<file path="src/hdl/lms_pkg.sv">
/*
   Shared widths and bus structs for the LMS6002D front end.
   Receive and transmit converter words are 12 bits wide; the core side
   uses 14-bit ADC samples and 16-bit DAC words.
   IQ-select encoding on both directions is 0 = I, 1 = Q.
*/
package lms_pkg;

   localparam int LMS_DATA_W    = 12;  // LMS converter bus
   localparam int CORE_SAMPLE_W = 14;  // Core ADC sample
   localparam int DAC_WORD_W    = 16;  // Core DAC word

   // One receive port as it comes off the transceiver
   typedef struct packed {
      logic                  en;
      logic                  iq_sel;
      logic [LMS_DATA_W-1:0] data;
   } lms_rx_bus_t;

   // One transmit port towards the transceiver
   typedef struct packed {
      logic                  iq_sel;
      logic [LMS_DATA_W-1:0] data;
   } lms_tx_bus_t;

   // De-interleaved sample pair for the core
   typedef struct packed {
      logic [CORE_SAMPLE_W-1:0] i;
      logic [CORE_SAMPLE_W-1:0] q;
   } adc_iq_t;

   // DAC channel pair from the core
   typedef struct packed {
      logic [DAC_WORD_W-1:0] i;
      logic [DAC_WORD_W-1:0] q;
   } dac_iq_t;

   // Shared serial master lines
   typedef struct packed {
      logic sclk;
      logic mosi;
   } spi_master_t;

endpackage

</file>
<file path="src/hdl/clock_ready_monitor.sv">
/*
   Restart pulse for the clock manager on any change of clock-ready.
   The pulse stays high while the HISTORY-bit sample history is mixed,
   which is HISTORY-1 cycles for an isolated change.
   Changes closer together than HISTORY cycles stretch the pulse.
   HISTORY must be at least 2.
*/
`timescale 1ns/1ps

module clock_ready_monitor
#(
   parameter int unsigned HISTORY = 6
)
(
   input  logic dsp_clk,
   input  logic arst_n_i,
   input  logic clock_ready_i,
   output logic pll_rst_o
);

   logic [HISTORY-1:0] hist_q;  // Newest sample in bit 0

   always_ff @(posedge dsp_clk or negedge arst_n_i)
   begin
      if (!arst_n_i)
         hist_q <= '0;
      else
         hist_q <= {hist_q[HISTORY-2:0], clock_ready_i};
   end

   // Mixed ones and zeros means a recent change
   assign pll_rst_o = (|hist_q) & ~(&hist_q);

   // Pulse gone once the new level has filled the history
   a_pulse_length : assert property (
      @(posedge dsp_clk) disable iff (!arst_n_i)
      $rose(pll_rst_o) |-> ##(HISTORY-1) !pll_rst_o
   );

endmodule

</file>
<file path="src/hdl/lms_frontend_top.sv">
/*
   Sample path and SPI fan-out of the LMS6002D board front end.
   Everything runs on the rising edge of dsp_clk, no handshakes.
   Receive ports give one I/Q pair per strobe, transmit channels are
   interleaved with a shared IQ phase.
   SPI routing is combinational and expects at most one active select.
*/
`timescale 1ns/1ps

module lms_frontend_top
#(
   parameter int unsigned        NUM_CH    = 2,
   parameter int unsigned        NUM_SPI   = 9,
   parameter logic [NUM_SPI-1:0] MISO_MASK = 9'h16B,  // CLK, DAC, TX/RX DB, TX/RX ADC
   parameter int unsigned        HISTORY   = 6
)
(
   input  logic                                dsp_clk,
   input  logic                                arst_n_i,

   // Transceiver receive ports
   input  lms_pkg::lms_rx_bus_t                rx1_i,
   input  lms_pkg::lms_rx_bus_t                rx2_i,
   output lms_pkg::adc_iq_t                    adc1_o,
   output logic                                adc1_stb_o,
   output lms_pkg::adc_iq_t                    adc2_o,
   output logic                                adc2_stb_o,

   // Transmit channels
   input  lms_pkg::dac_iq_t     [NUM_CH-1:0]  dac_i,
   output lms_pkg::lms_tx_bus_t [NUM_CH-1:0]  tx_o,

   // Shared SPI master
   input  lms_pkg::spi_master_t                spi_i,
   input  logic                 [NUM_SPI-1:0] sen_n_i,
   input  logic                 [NUM_SPI-1:0] miso_i,
   output lms_pkg::spi_master_t [NUM_SPI-1:0] spi_o,
   output logic                                miso_o,

   // Clock manager
   input  logic                                clock_ready_i,
   output logic                                pll_rst_o
);

   lms_rx_deinterleave u_rx1
   (
      .dsp_clk      (dsp_clk),
      .arst_n_i     (arst_n_i),
      .rx_i         (rx1_i),
      .sample_o     (adc1_o),
      .sample_stb_o (adc1_stb_o)
   );

   lms_rx_deinterleave u_rx2
   (
      .dsp_clk      (dsp_clk),
      .arst_n_i     (arst_n_i),
      .rx_i         (rx2_i),
      .sample_o     (adc2_o),
      .sample_stb_o (adc2_stb_o)
   );

   lms_tx_interleave
   #(
      .NUM_CH (NUM_CH)
   )
   u_tx
   (
      .dsp_clk  (dsp_clk),
      .arst_n_i (arst_n_i),
      .dac_i    (dac_i),
      .tx_o     (tx_o)
   );

   spi_fanout
   #(
      .NUM_SPI   (NUM_SPI),
      .MISO_MASK (MISO_MASK)
   )
   u_spi
   (
      .dsp_clk  (dsp_clk),
      .arst_n_i (arst_n_i),
      .spi_i    (spi_i),
      .sen_n_i  (sen_n_i),
      .miso_i   (miso_i),
      .spi_o    (spi_o),
      .miso_o   (miso_o)
   );

   clock_ready_monitor
   #(
      .HISTORY (HISTORY)
   )
   u_clkmon
   (
      .dsp_clk       (dsp_clk),
      .arst_n_i      (arst_n_i),
      .clock_ready_i (clock_ready_i),
      .pll_rst_o     (pll_rst_o)
   );

endmodule

</file>
<file path="src/hdl/lms_rx_deinterleave.sv">
/*
   Splits one multiplexed LMS receive port into I/Q pairs.
   Words are captured only while the port enable is high.
   The pair strobe fires only for a Q word that follows an I word,
   so a lone Q or a repeated Q updates the Q field without a strobe.
   Samples are zero-extended, the 12-bit word sits in the low bits.
*/
`timescale 1ns/1ps

module lms_rx_deinterleave
(
   input  logic                 dsp_clk,
   input  logic                 arst_n_i,
   input  lms_pkg::lms_rx_bus_t rx_i,
   output lms_pkg::adc_iq_t     sample_o,
   output logic                 sample_stb_o
);

   localparam int PAD_W = lms_pkg::CORE_SAMPLE_W - lms_pkg::LMS_DATA_W;

   lms_pkg::adc_iq_t                  sample_q;
   logic                              i_pending_q;  // I held, waiting for its Q
   logic                              stb_q;
   logic [lms_pkg::CORE_SAMPLE_W-1:0] word_ext;

   assign word_ext = {{PAD_W{1'b0}}, rx_i.data};

   always_ff @(posedge dsp_clk or negedge arst_n_i)
   begin
      if (!arst_n_i)
      begin
         sample_q    <= '0;
         i_pending_q <= 1'b0;
         stb_q       <= 1'b0;
      end
      else
      begin
         stb_q <= 1'b0;  // Single-cycle strobe
         if (rx_i.en)
         begin
            if (!rx_i.iq_sel)
            begin
               // I word, a second I simply replaces the first
               sample_q.i  <= word_ext;
               i_pending_q <= 1'b1;
            end
            else
            begin
               sample_q.q  <= word_ext;
               stb_q       <= i_pending_q;  // Pair complete
               i_pending_q <= 1'b0;
            end
         end
      end
   end

   assign sample_o     = sample_q;
   assign sample_stb_o = stb_q;

   // Every pair needs a fresh I, so two strobes in a row cannot happen
   a_stb_not_back_to_back : assert property (
      @(posedge dsp_clk) disable iff (!arst_n_i)
      sample_stb_o |=> !sample_stb_o
   );

endmodule

</file>
<file path="src/hdl/lms_tx_interleave.sv">
/*
   Time-multiplexes the core DAC channels onto the LMS transmit buses.
   A free-running phase bit alternates I (phase 0) and Q (phase 1),
   and all channels share it so their IQ alignment is identical.
   Only the low 12 bits of each 16-bit DAC word reach the transceiver.
   The transceiver's transmit enable is not looked at.
*/
`timescale 1ns/1ps

module lms_tx_interleave
#(
   parameter int unsigned NUM_CH = 2
)
(
   input  logic                                 dsp_clk,
   input  logic                                 arst_n_i,
   input  lms_pkg::dac_iq_t     [NUM_CH-1:0] dac_i,
   output lms_pkg::lms_tx_bus_t [NUM_CH-1:0] tx_o
);

   localparam int W = lms_pkg::LMS_DATA_W;

   logic                              phase_q;  // 0 = I slot, 1 = Q slot
   lms_pkg::lms_tx_bus_t [NUM_CH-1:0] tx_q;

   always_ff @(posedge dsp_clk or negedge arst_n_i)
   begin
      if (!arst_n_i)
         phase_q <= 1'b0;
      else
         phase_q <= ~phase_q;
   end

   // Output registers, one word per channel per cycle
   always_ff @(posedge dsp_clk or negedge arst_n_i)
   begin
      if (!arst_n_i)
      begin
         tx_q <= '0;
      end
      else
      begin
         for (int ch = 0; ch < NUM_CH; ch++)
         begin
            tx_q[ch].iq_sel <= phase_q;
            if (phase_q)
               tx_q[ch].data <= dac_i[ch].q[W-1:0];
            else
               tx_q[ch].data <= dac_i[ch].i[W-1:0];
         end
      end
   end

   assign tx_o = tx_q;

   genvar g;
   generate
      for (g = 0; g < NUM_CH; g++)
      begin : g_chk
         // Flag on the bus trails the phase by exactly one edge
         a_iq_follows_phase : assert property (
            @(posedge dsp_clk) disable iff (!arst_n_i)
            tx_o[g].iq_sel == $past(phase_q)
         );
      end
   endgenerate

endmodule

</file>
<file path="src/hdl/spi_fanout.sv">
/*
   Fans one SPI master out to NUM_SPI peripherals with active-low selects.
   Purely combinational; clock and data are forced low at every
   peripheral that is not selected.
   MISO_MASK marks the peripherals that actually have a MISO line,
   unmasked inputs never reach miso_o.
   The clock and reset inputs serve only the select check.
*/
`timescale 1ns/1ps

module spi_fanout
#(
   parameter int unsigned        NUM_SPI   = 9,
   parameter logic [NUM_SPI-1:0] MISO_MASK = 9'h16B
)
(
   input  logic                                dsp_clk,
   input  logic                                arst_n_i,
   input  lms_pkg::spi_master_t                spi_i,
   input  logic                 [NUM_SPI-1:0] sen_n_i,
   input  logic                 [NUM_SPI-1:0] miso_i,
   output lms_pkg::spi_master_t [NUM_SPI-1:0] spi_o,
   output logic                                miso_o
);

   logic [NUM_SPI-1:0] sel;
   logic [NUM_SPI-1:0] miso_live;

   assign sel = ~sen_n_i;  // Active-high selects

   always_comb
   begin
      for (int p = 0; p < NUM_SPI; p++)
      begin
         if (sel[p])
            spi_o[p] = spi_i;
         else
            spi_o[p] = '0;  // Idle low when deselected
      end
   end

   // Selected and wired peripherals only
   assign miso_live = sel & miso_i & MISO_MASK;
   assign miso_o    = |miso_live;

   // The core's master talks to one peripheral at a time
   a_single_select : assert property (
      @(posedge dsp_clk) disable iff (!arst_n_i)
      $onehot0(sel)
   );

endmodule

</file>
<file path="config.mk">
export PLATFORM = sky130hd
export DESIGN_NAME = lms_frontend_top
export DESIGN_NICKNAME = d
export VERILOG_FILES = /design/src/hdl/lms_pkg.sv /design/src/hdl/clock_ready_monitor.sv /design/src/hdl/lms_frontend_top.sv /design/src/hdl/lms_rx_deinterleave.sv /design/src/hdl/lms_tx_interleave.sv /design/src/hdl/spi_fanout.sv
export SDC_FILE = /design/constraint.sdc
export NUM_CORES = 1
export LEC_CHECK = 0
export ABC_CLOCK_PERIOD_IN_PS = 1500
export BUFFER_PORTS_ARGS = -buffer_cell sky130_fd_sc_hd__clkbuf_2
export CAP_MARGIN = 20
export CORE_ASPECT_RATIO = 1.25
export CORE_MARGIN = 2
export CORE_UTILIZATION = 43
export DETAILED_ROUTE_END_ITERATION = 12
export MAX_ROUTING_LAYER = met4
export PLACE_DENSITY = 0.92
export SETUP_SLACK_MARGIN = 0.15
export SLEW_MARGIN = 40
export SYNTH_ARGS = -nofsm -noshare
export SYNTH_HDL_FRONTEND = slang
export SYNTH_HIERARCHICAL = 1
export SYNTH_SLANG_ARGS = --single-unit
</file>
<file path="constraint.sdc">
create_clock -name dsp_clk -period 1.5 [get_ports dsp_clk]
set_clock_uncertainty 0.1 [all_clocks]
set_input_delay 0.225 -clock dsp_clk [delete_from_list [all_inputs] [get_ports dsp_clk]]
set_output_delay 0.225 -clock dsp_clk [all_outputs]
set_load 0.05 [all_outputs]
</file>
==> results of run 1 <==
==> registers in the layout, indices dropped and copies added, names as in the netlist <==
register            count
u_tx/tx_o              25
u_rx1/sample_stb_o      1
u_clkmon/hist_q         6
u_rx1/sample_o         24
u_rx2/i_pending_q       1
u_rx1/i_pending_q       1
u_tx/phase_q            1
u_rx2/sample_stb_o      1
u_rx2/sample_o         24
==> metrics by stage <==
step           worst slack, ns  power [mW]  cells
6_report               -0.1547       6.199    566
5_1_grt                -0.2114       6.451    566
4_1_cts                -0.1937       6.247    566
3_5_place_dp            0.1489       4.495    499
3_3_place_gp            0.1552       4.440    499
2_1_floorplan           0.2100       3.978    224
==> cell type report <==
cell class | instances | share of cell area
Sequential cell | 84 | 0.4005
Timing Repair Buffer | 247 | 0.2973
Multi-Input combinational cell | 115 | 0.2348
Clock buffer | 11 | 0.02694
Tap cell | 95 | 0.02265
Clock inverter | 5 | 0.01144
Inverter | 9 | 0.006436
==> worst max-delay path, delay by kind of cell (launching register included) <==
kind / cells / cell delay (ns)
flip-flops: 1 / 0.43
AND/OR/NAND/NOR: 1 / 0.30
buffers and inverters: 1 / 0.16
AO/OA/AOI/OAI: 1 / 0.10
==> power by group through the flow <==
| stage | sequential [mW] | combinational, mW | clock (mW) |
|---|---|---|---|
| floorplan | 3.47 | 0.511 | 0 |
| global placement | 2.65 | 1.79 | 0 |
| detailed placement | 2.67 | 1.83 | 0 |
| CTS | 2.63 | 1.95 | 1.67 |
| global route | 2.65 | 2.04 | 1.76 |
| finish | 2.62 | 1.96 | 1.62 |
==> worst paths after layout <==
kind	startpoint	end	slack [ns]	cells past startpoint
worst max-delay path	u_clkmon/hist_q[0]$_DFF_PN0_	pll_rst_o	-0.15	3
worst min-delay path	rx1_i[11]	u_rx1/sample_o[11]$_DFFE_PN0P_	0.02	2
worst max register to register	u_tx/phase_q$_DFF_PN0_	u_tx/tx_o[11]$_DFF_PN0_	0.28	2
worst min register to register	u_clkmon/hist_q[2]$_DFF_PN0_	u_clkmon/hist_q[3]$_DFF_PN0_	0.32	0
max in group asynchronous	arst_n_i	u_tx/tx_o[19]$_DFF_PN0_	0.59	3
min in group asynchronous	arst_n_i	u_rx1/sample_o[17]$_DFFE_PN0P_	0.36	3
==> metal layers <==
layer,track usage,part of all wire
met5,-,0
met4,0.1122,0.029
met3,0.02923,0.041
met2,0.3785,0.58
met1,0.2399,0.35
==> layout by cell type (no fill, tap or decap), types with 2 or more instances in the layout <==
cell and count:
o22ai_1 3, buf_4 5, and2b_2 2, conb_1 8, clkbuf_4 10, and2b_1 2, inv_1 9, clkbuf_8 10
nand2_2 2, nor2_1 3, mux2_2 35, mux2_4 37, dfrtp_1 84, nor2b_1 14, o21ai_0 2, clkbuf_2 156
nand2b_4 2, buf_2 22, dlygate4sd3_1 51
==> cell families after synthesis <==
kind of cell | synth area share
muxes | 0.2714
other | 0.002146
buffers and inverters | 0.05792
AOI/OAI and AO/OA | 0.01073
and+or+nand+nor | 0.05720
DFF | 0.6006
==> repair_timing <==
item,CTS,global route
hold buffers,51,0
setup endpoints to repair,8,28
pin swaps,0,2
gates cloned,0,0
setup buffers,0,0
endpoints found under the hold margin,114,0
resized for setup,9,34
==> cells in the mapped netlist <==
master / instances
o22ai_1: 3
buf_4: 9
dfrtp_1: 84
or3_1: 1
nand2b_4: 2
mux2_4: 37
mux2_2: 35
nand2_2: 2
conb_1: 2
nand4_1: 1
clkbuf_8: 2
nor4_2: 1
a2bb2oi_1: 1
and2b_1: 2
o21ai_0: 2
inv_1: 9
nor2_1: 3
nand2_1: 1
buf_12: 2
nor2b_1: 14
and2b_2: 2
buf_6: 3
==> results.md, run 1 <==
- Fin nets: 581
- Fraction of layout cells with a size suffix above 1: 0.6178
- Clk root buf: clkbuf_8
- Grt ovf: 0
- Vias in the first global route: 2912
- # DRC: 0
- Area of the multi-input gates: 1232 um2
- Sw Pwr: 2.240 mW
- Ratio of final minimum period to clock period: 1.103
- Sw Share: 0.3614
- Total clock sinks: 84
- Fill cell count: 570
- Synthesized flop and latch total: 84
- Syn Area/Cell: 16.05 um2
- Sequential fraction of the synthesis area: 0.6006
- Die H: 104.9 um
- Ant. Diodes: 0
- WS Path Type: reg -> out
- Num rows: 36
- GPL Wtd Cong: 0.7467
- F_max: 604.3 MHz
- Period minus WS final: 1.655 ns
- Largest net degree at the start of global routing: 85
- VDD IR max: 0.0009894 V
- Critical path peak fanout: 3
- Max-Cap Viols: 0
- Post-route ant nets: 0
- Setup TNS: -0.1547 ns
- DIE AREA: 8881 um2
- Netlist cell types: 22
- CTS max path bufs: 2
- Final wirelength: 9159 um
- Hold Slack: 0.02019 ns
- Status: finished, violations left
- DPL Wire Length: 5972 um
- First-pass GRT wire length: 14520 um
- Worst-path cell chain: nor4_4, a2bb2oi_2, buf_8
- Chip width: 84.69 um
- Gate power share: 0.316
- Pre-antenna DRT Iters: 4
- Failing checks: negative setup slack
- Core Util, Final: 0.6697
- CTS tree: done
- Final WS setup: -0.1547 ns
- Top cells by area, synth: dfrtp_1 (60%), mux2_4 (16%), mux2_2 (11%)
- Clock share of power: 0.261
- Clock latency on the worst-skew pair: 0.35 ns
- Via density: 4.606
- P_int: 3.958 mW
- Setup-failing EPs final: 1
- Number of I/O port buffers: 191
- HP Class: in -> reg
- Total number of vias: 2607
- Initial antenna violation count: 0
- Dominant cell type by area after synthesis: dfrtp_1
- DP Area: 4487 um2
- Crit path max-delay cell type: dfrtp_1
- Largest stage delay on the critical path: 0.43 ns
- Post-synth top area share: 0.6006
- Leak: 2.796 nW
- Max-slew violation count: 0
- Yosys synthesis warning count: 6
- Startpoint Class: flop
- Core Region: 7838 um2
- Crit path DAT: 1.33 ns
- Num ports: 219
- Fin. Hold Viols: 0
- Register Area: 2102 um2
- TritonCTS Buffers: 9
- Global-route usage over all layers: 0.2172
- Number of DRC markers in iteration 0: 85
- Cell Area, Synth: 3500 um2
- Req. time, crit path: 1.17 ns
- RSZ-0062 raised after global routing: true
- Average wire per standard cell: 16.18 um
- Flop pwr share: 0.423
- Starting density of the core: 0.4465
- CP Capture Type: output port
- CTS clk-pin slew, worst paths: 0.09 ns
- H-tree depth: 3
- Cell area after layout: 5249 um2
- Pwr/cell area: 1181 nW/um2
- Synth-to-layout area growth: 49.98%
- Cell count after synthesis: 218
(Power assumes the default switching activity.)
==> run 2: changes to the inputs <==
--- a/config.mk
+++ b/config.mk
@@ -10,13 +10,12 @@
 export CAP_MARGIN = 20
 export CORE_ASPECT_RATIO = 1.25
 export CORE_MARGIN = 2
-export CORE_UTILIZATION = 43
+export CORE_UTILIZATION = 42
 export DETAILED_ROUTE_END_ITERATION = 12
 export MAX_ROUTING_LAYER = met4
-export PLACE_DENSITY = 0.92
+export PLACE_DENSITY = 0.91
 export SETUP_SLACK_MARGIN = 0.15
 export SLEW_MARGIN = 40
 export SYNTH_ARGS = -nofsm -noshare
 export SYNTH_HDL_FRONTEND = slang
-export SYNTH_HIERARCHICAL = 1
 export SYNTH_SLANG_ARGS = --single-unit
==> run 2 against run 1 <==
  * The flow still finishes with violations (negative setup slack)
  * Critical path depth is 1 higher
  * Sequential power about the same
  * Flip-flop and latch count did not move
  * First-iteration DRC count is 34% lower
  * Maximum frequency is 16% lower
  * Worst setup slack worse by 0.32 ns
  * Area after synthesis shrank 3.0%
  * Clock-buffer cell count fell by 1
  * Register-to-register slack improved by 0.07 ns
  * Highest routed layer unchanged
==> results.md, run 2 <==
- Ratio of final minimum period to clock period: 1.316 (+0.2130)
- Fin nets: 577 (-0.69%)
- Dominant synthesized flop cell: dfrtp_1
- Max reg flops: 25 (unchanged)
- DPL Wire Length: 5939 um (-0.56%)
- Worst-path cell chain: or4_4, nor3_4, a31oi_4, buf_8
- Largest net degree at the start of global routing: 37 (-56%)
- Pwr/cell area: 1199 nW/um2 (+1.6%)
- Clk root buf: clkbuf_8
- Flop pwr share: 0.420 (-0.003)
- Cell count after synthesis: 216 (-0.92%)
- Dominant cell type by area after synthesis: dfrtp_1
- Total clock sinks: 84 (unchanged)
- Post-synth top area share: 0.6195 (+0.01883)
- TritonCTS Buffers: 9 (unchanged)
- Cell Count, Final, Fillers Out: 562 (-0.71%)
- Average wire per standard cell: 15.51 um (-4.1%)
- Synth top cells by count: dfrtp_1 (84), mux2_2 (52), mux2_4 (20)
- CTS tree: done
- Max-slew violation count: 0 (unchanged)
- Clock share of power: 0.265 (+0.004)
- Worst r2r path cells: 2 (unchanged)
- Vias in the first global route: 2907 (-0.17%)
- Failing checks: negative setup slack
- First-pass GRT wire length: 14120 um (-2.8%)
- Top cells by area, synth: dfrtp_1 (62%), mux2_2 (17%), mux2_4 (8.8%)
- DP Area: 4458 um2 (-0.64%)
- R2r setup slk: 0.35 ns (+0.07 ns)
- Num rows: 36 (unchanged)
- Cell Area, Synth: 3393 um2 (-3.0%)
- H-tree depth: 3 (unchanged)
- HP Class: in -> reg
- Cell area after layout: 5210 um2 (-0.74%)
- Synthesized flop and latch total: 84 (unchanged)
- Most frequent cells in the layout: clkbuf_2 (136), dfrtp_1 (84), mux2_2 (52)
- RSZ-0062 raised after global routing: true
- Post-route ant nets: 0 (unchanged)
- Setup crit end: pll_rst_o
- Starting density of the core: 0.4330 (-0.01357)
- Period minus WS final: 1.974 ns (+0.3196 ns)
- Ant. Diodes: 0 (unchanged)
- CTS max path bufs: 2 (unchanged)
- Total number of vias: 2617 (+0.38%)
- Clock latency on the worst-skew pair: 0.35 ns (about the same)
- Most common cell after layout, fill and taps aside: clkbuf_2
- DIE AREA: 8819 um2 (-0.70%)
- Total Power: 6.248 mW (+0.80%)
- Largest stage delay on the critical path: 0.54 ns (+0.11 ns)
- Crit path max-delay cell type: or4_4
- WS Path Type: reg -> out
- Reg-to-Reg End: u_tx.tx_o[2]$_DFF_PN0_
- P_int: 3.982 mW (+0.59%)
- Final wirelength: 8717 um (-4.8%)
- Grt ovf: 0 (unchanged)
- Startpoint Class: flop
- Fill cell count: 573 (+0.53%)
- Critical path peak fanout: 2 (-1)
- Sw Share: 0.3627 (+0.001315)
- Number of synthesized flops with an enable pin: 0 (unchanged)
- Chip width: 84.40 um (-0.35%)
- Max-Cap Viols: 0 (unchanged)
- Sw Pwr: 2.267 mW (+1.2%)
- Final WS setup: -0.4743 ns (-0.3196 ns)
- # DRC: 0 (unchanged)
- Num ports: 219 (unchanged)
- Core Region: 7838 um2 (unchanged)
- Sequential fraction of the synthesis area: 0.6195 (+0.01883)
- Area of the multi-input gates: 1175 um2 (-4.7%)
- Gate power share: 0.315 (about the same)
- Number of I/O port buffers: 191 (unchanged)
- Req. time, crit path: 1.17 ns (about the same)
- Global-route usage over all layers: 0.2093 (-0.007920)
- RR Startpoint: u_tx.phase_q$_DFF_PN0_
- Die H: 104.5 um (-0.35%)
- Yosys synthesis warning count: 0 (-6)
- VDD IR max: 0.0006842 V (-31%)
- Fraction of layout cells with a size suffix above 1: 0.6274 (+0.009575)
- Pre-antenna DRT Iters: 4 (unchanged)
- Status: finished, violations left
- Synth-to-layout area growth: 53.54%
- Setup-failing EPs final: 1 (unchanged)
- GPL Wtd Cong: 0.8073 (+8.1%)
- Postcts setup bufs: 0 (unchanged)
- Hold Slack: 0.01335 ns (-0.006839 ns)
- Worst setup path start: u_clkmon.hist_q[1]$_DFF_PN0_
- Netlist cell types: 19 (-14%)
- Core Util, Final: 0.6648 (-0.004949)
- Number of DRC markers in iteration 0: 56 (-34%)
- Fin. Hold Viols: 0 (unchanged)
- CP Capture Type: output port
- Initial antenna violation count: 0 (unchanged)
- Async set-reset flop share out of synthesis: 1.000 (unchanged)
- Most common cell in the netlist: dfrtp_1
- Syn Area/Cell: 15.71 um2 (-2.1%)
- Crit path DAT: 1.65 ns (+0.32 ns)
- Via density: 4.657 (+1.1%)
- Leak: 2.701 nW (-3.4%)
- CTS clk-pin slew, worst paths: 0.08 ns (about the same)
- Register Area: 2102 um2 (unchanged)
- Inst Count DP: 499 (unchanged)
- F_max: 506.5 MHz (-16%)
run 2: repair_timing:
item                                    in CTS  in global routing
hold endpoints to repair                    55                  6
resized for setup                           14                 60
hold buffers                                41                  6
endpoints found under the setup margin      13                 48
run 2: how the worst min path moves through the flow:
| stage | start | to | slack [ns] | depth (start not counted) |
|---|---|---|---|---|
| 6_report | dac_i[6] | u_tx.tx_o[6]$_DFF_PN0_ | 0.01 | 2 |
| 4_1_cts | dac_i[9] | u_tx.tx_o[9]$_DFF_PN0_ | 0.0006 | 2 |
| 3_3_place_gp | arst_n_i | u_rx2.sample_o[10]$_DFFE_PN0P_ | 0.06 | 1 |
| 5_1_grt | rx1_i[2] | u_rx1.sample_o[2]$_DFFE_PN0P_ | 0.002 | 2 |
| 2_1_floorplan | arst_n_i | u_clkmon.hist_q[0]$_DFF_PN0_ | -0.17 | 0 |
| 3_5_place_dp | arst_n_i | u_rx1.sample_o[14]$_DFFE_PN0P_ | 0.06 | 1 |
run 2: critical path, delay by kind of cell, from the launching register on:
family                 cells  cell delay (ns)
AO/OA/AOI/OAI              1             0.05
AND/OR/NAND/NOR            2             0.69
buffers and inverters      1             0.16
flip-flops                 1             0.39
run 2: cells by family (layout without fill, tap and decap cells):
logic type,after synthesis,in the layout,synth area share
AOI/OAI and AO/OA,6,6,0.01180
buffers and inverters,25,269,0.04830
DFF,84,84,0.6195
muxes,72,72,0.2611
other,1,8,0.001105
and+or+nand+nor,28,28,0.05826
run 2: per-stage QoR:
stage	setup slack, ns	TNS (ns)
detailed placement	-0.1762	-0.1762
floorplan	0.01861	0
global placement	-0.1598	-0.1598
global route	-0.5704	-0.5704
finish	-0.4743	-0.4743
CTS	-0.5152	-0.5152
run 2: power groups by stage:
stage | clock network (mW) | logic (mW) | registers [mW]
after floorplan | 0 | 0.499 | 3.47
after global placement | 0 | 1.78 | 2.66
after detailed placement | 0 | 1.81 | 2.67
after CTS | 1.71 | 1.92 | 2.63
after global routing | 1.82 | 2.05 | 2.66
final | 1.65 | 1.97 | 2.63
run 2: metal layers:
metal / track usage / wire length (um)
met1: 0.2486 / 3421
met2: 0.3430 / 4588
met3: 0.05079 / 534
met4: 0.08277 / 172
met5: - / 0
run 2: area by class of cell:
cell class              count  area share
flip-flops and latches     84      0.4035
well taps                  95     0.02281
clock buffers              10     0.02642
multi-input cells         114      0.2255
repair buffers            244      0.3019
inverters                   9    0.006484
clock inverters             6     0.01345
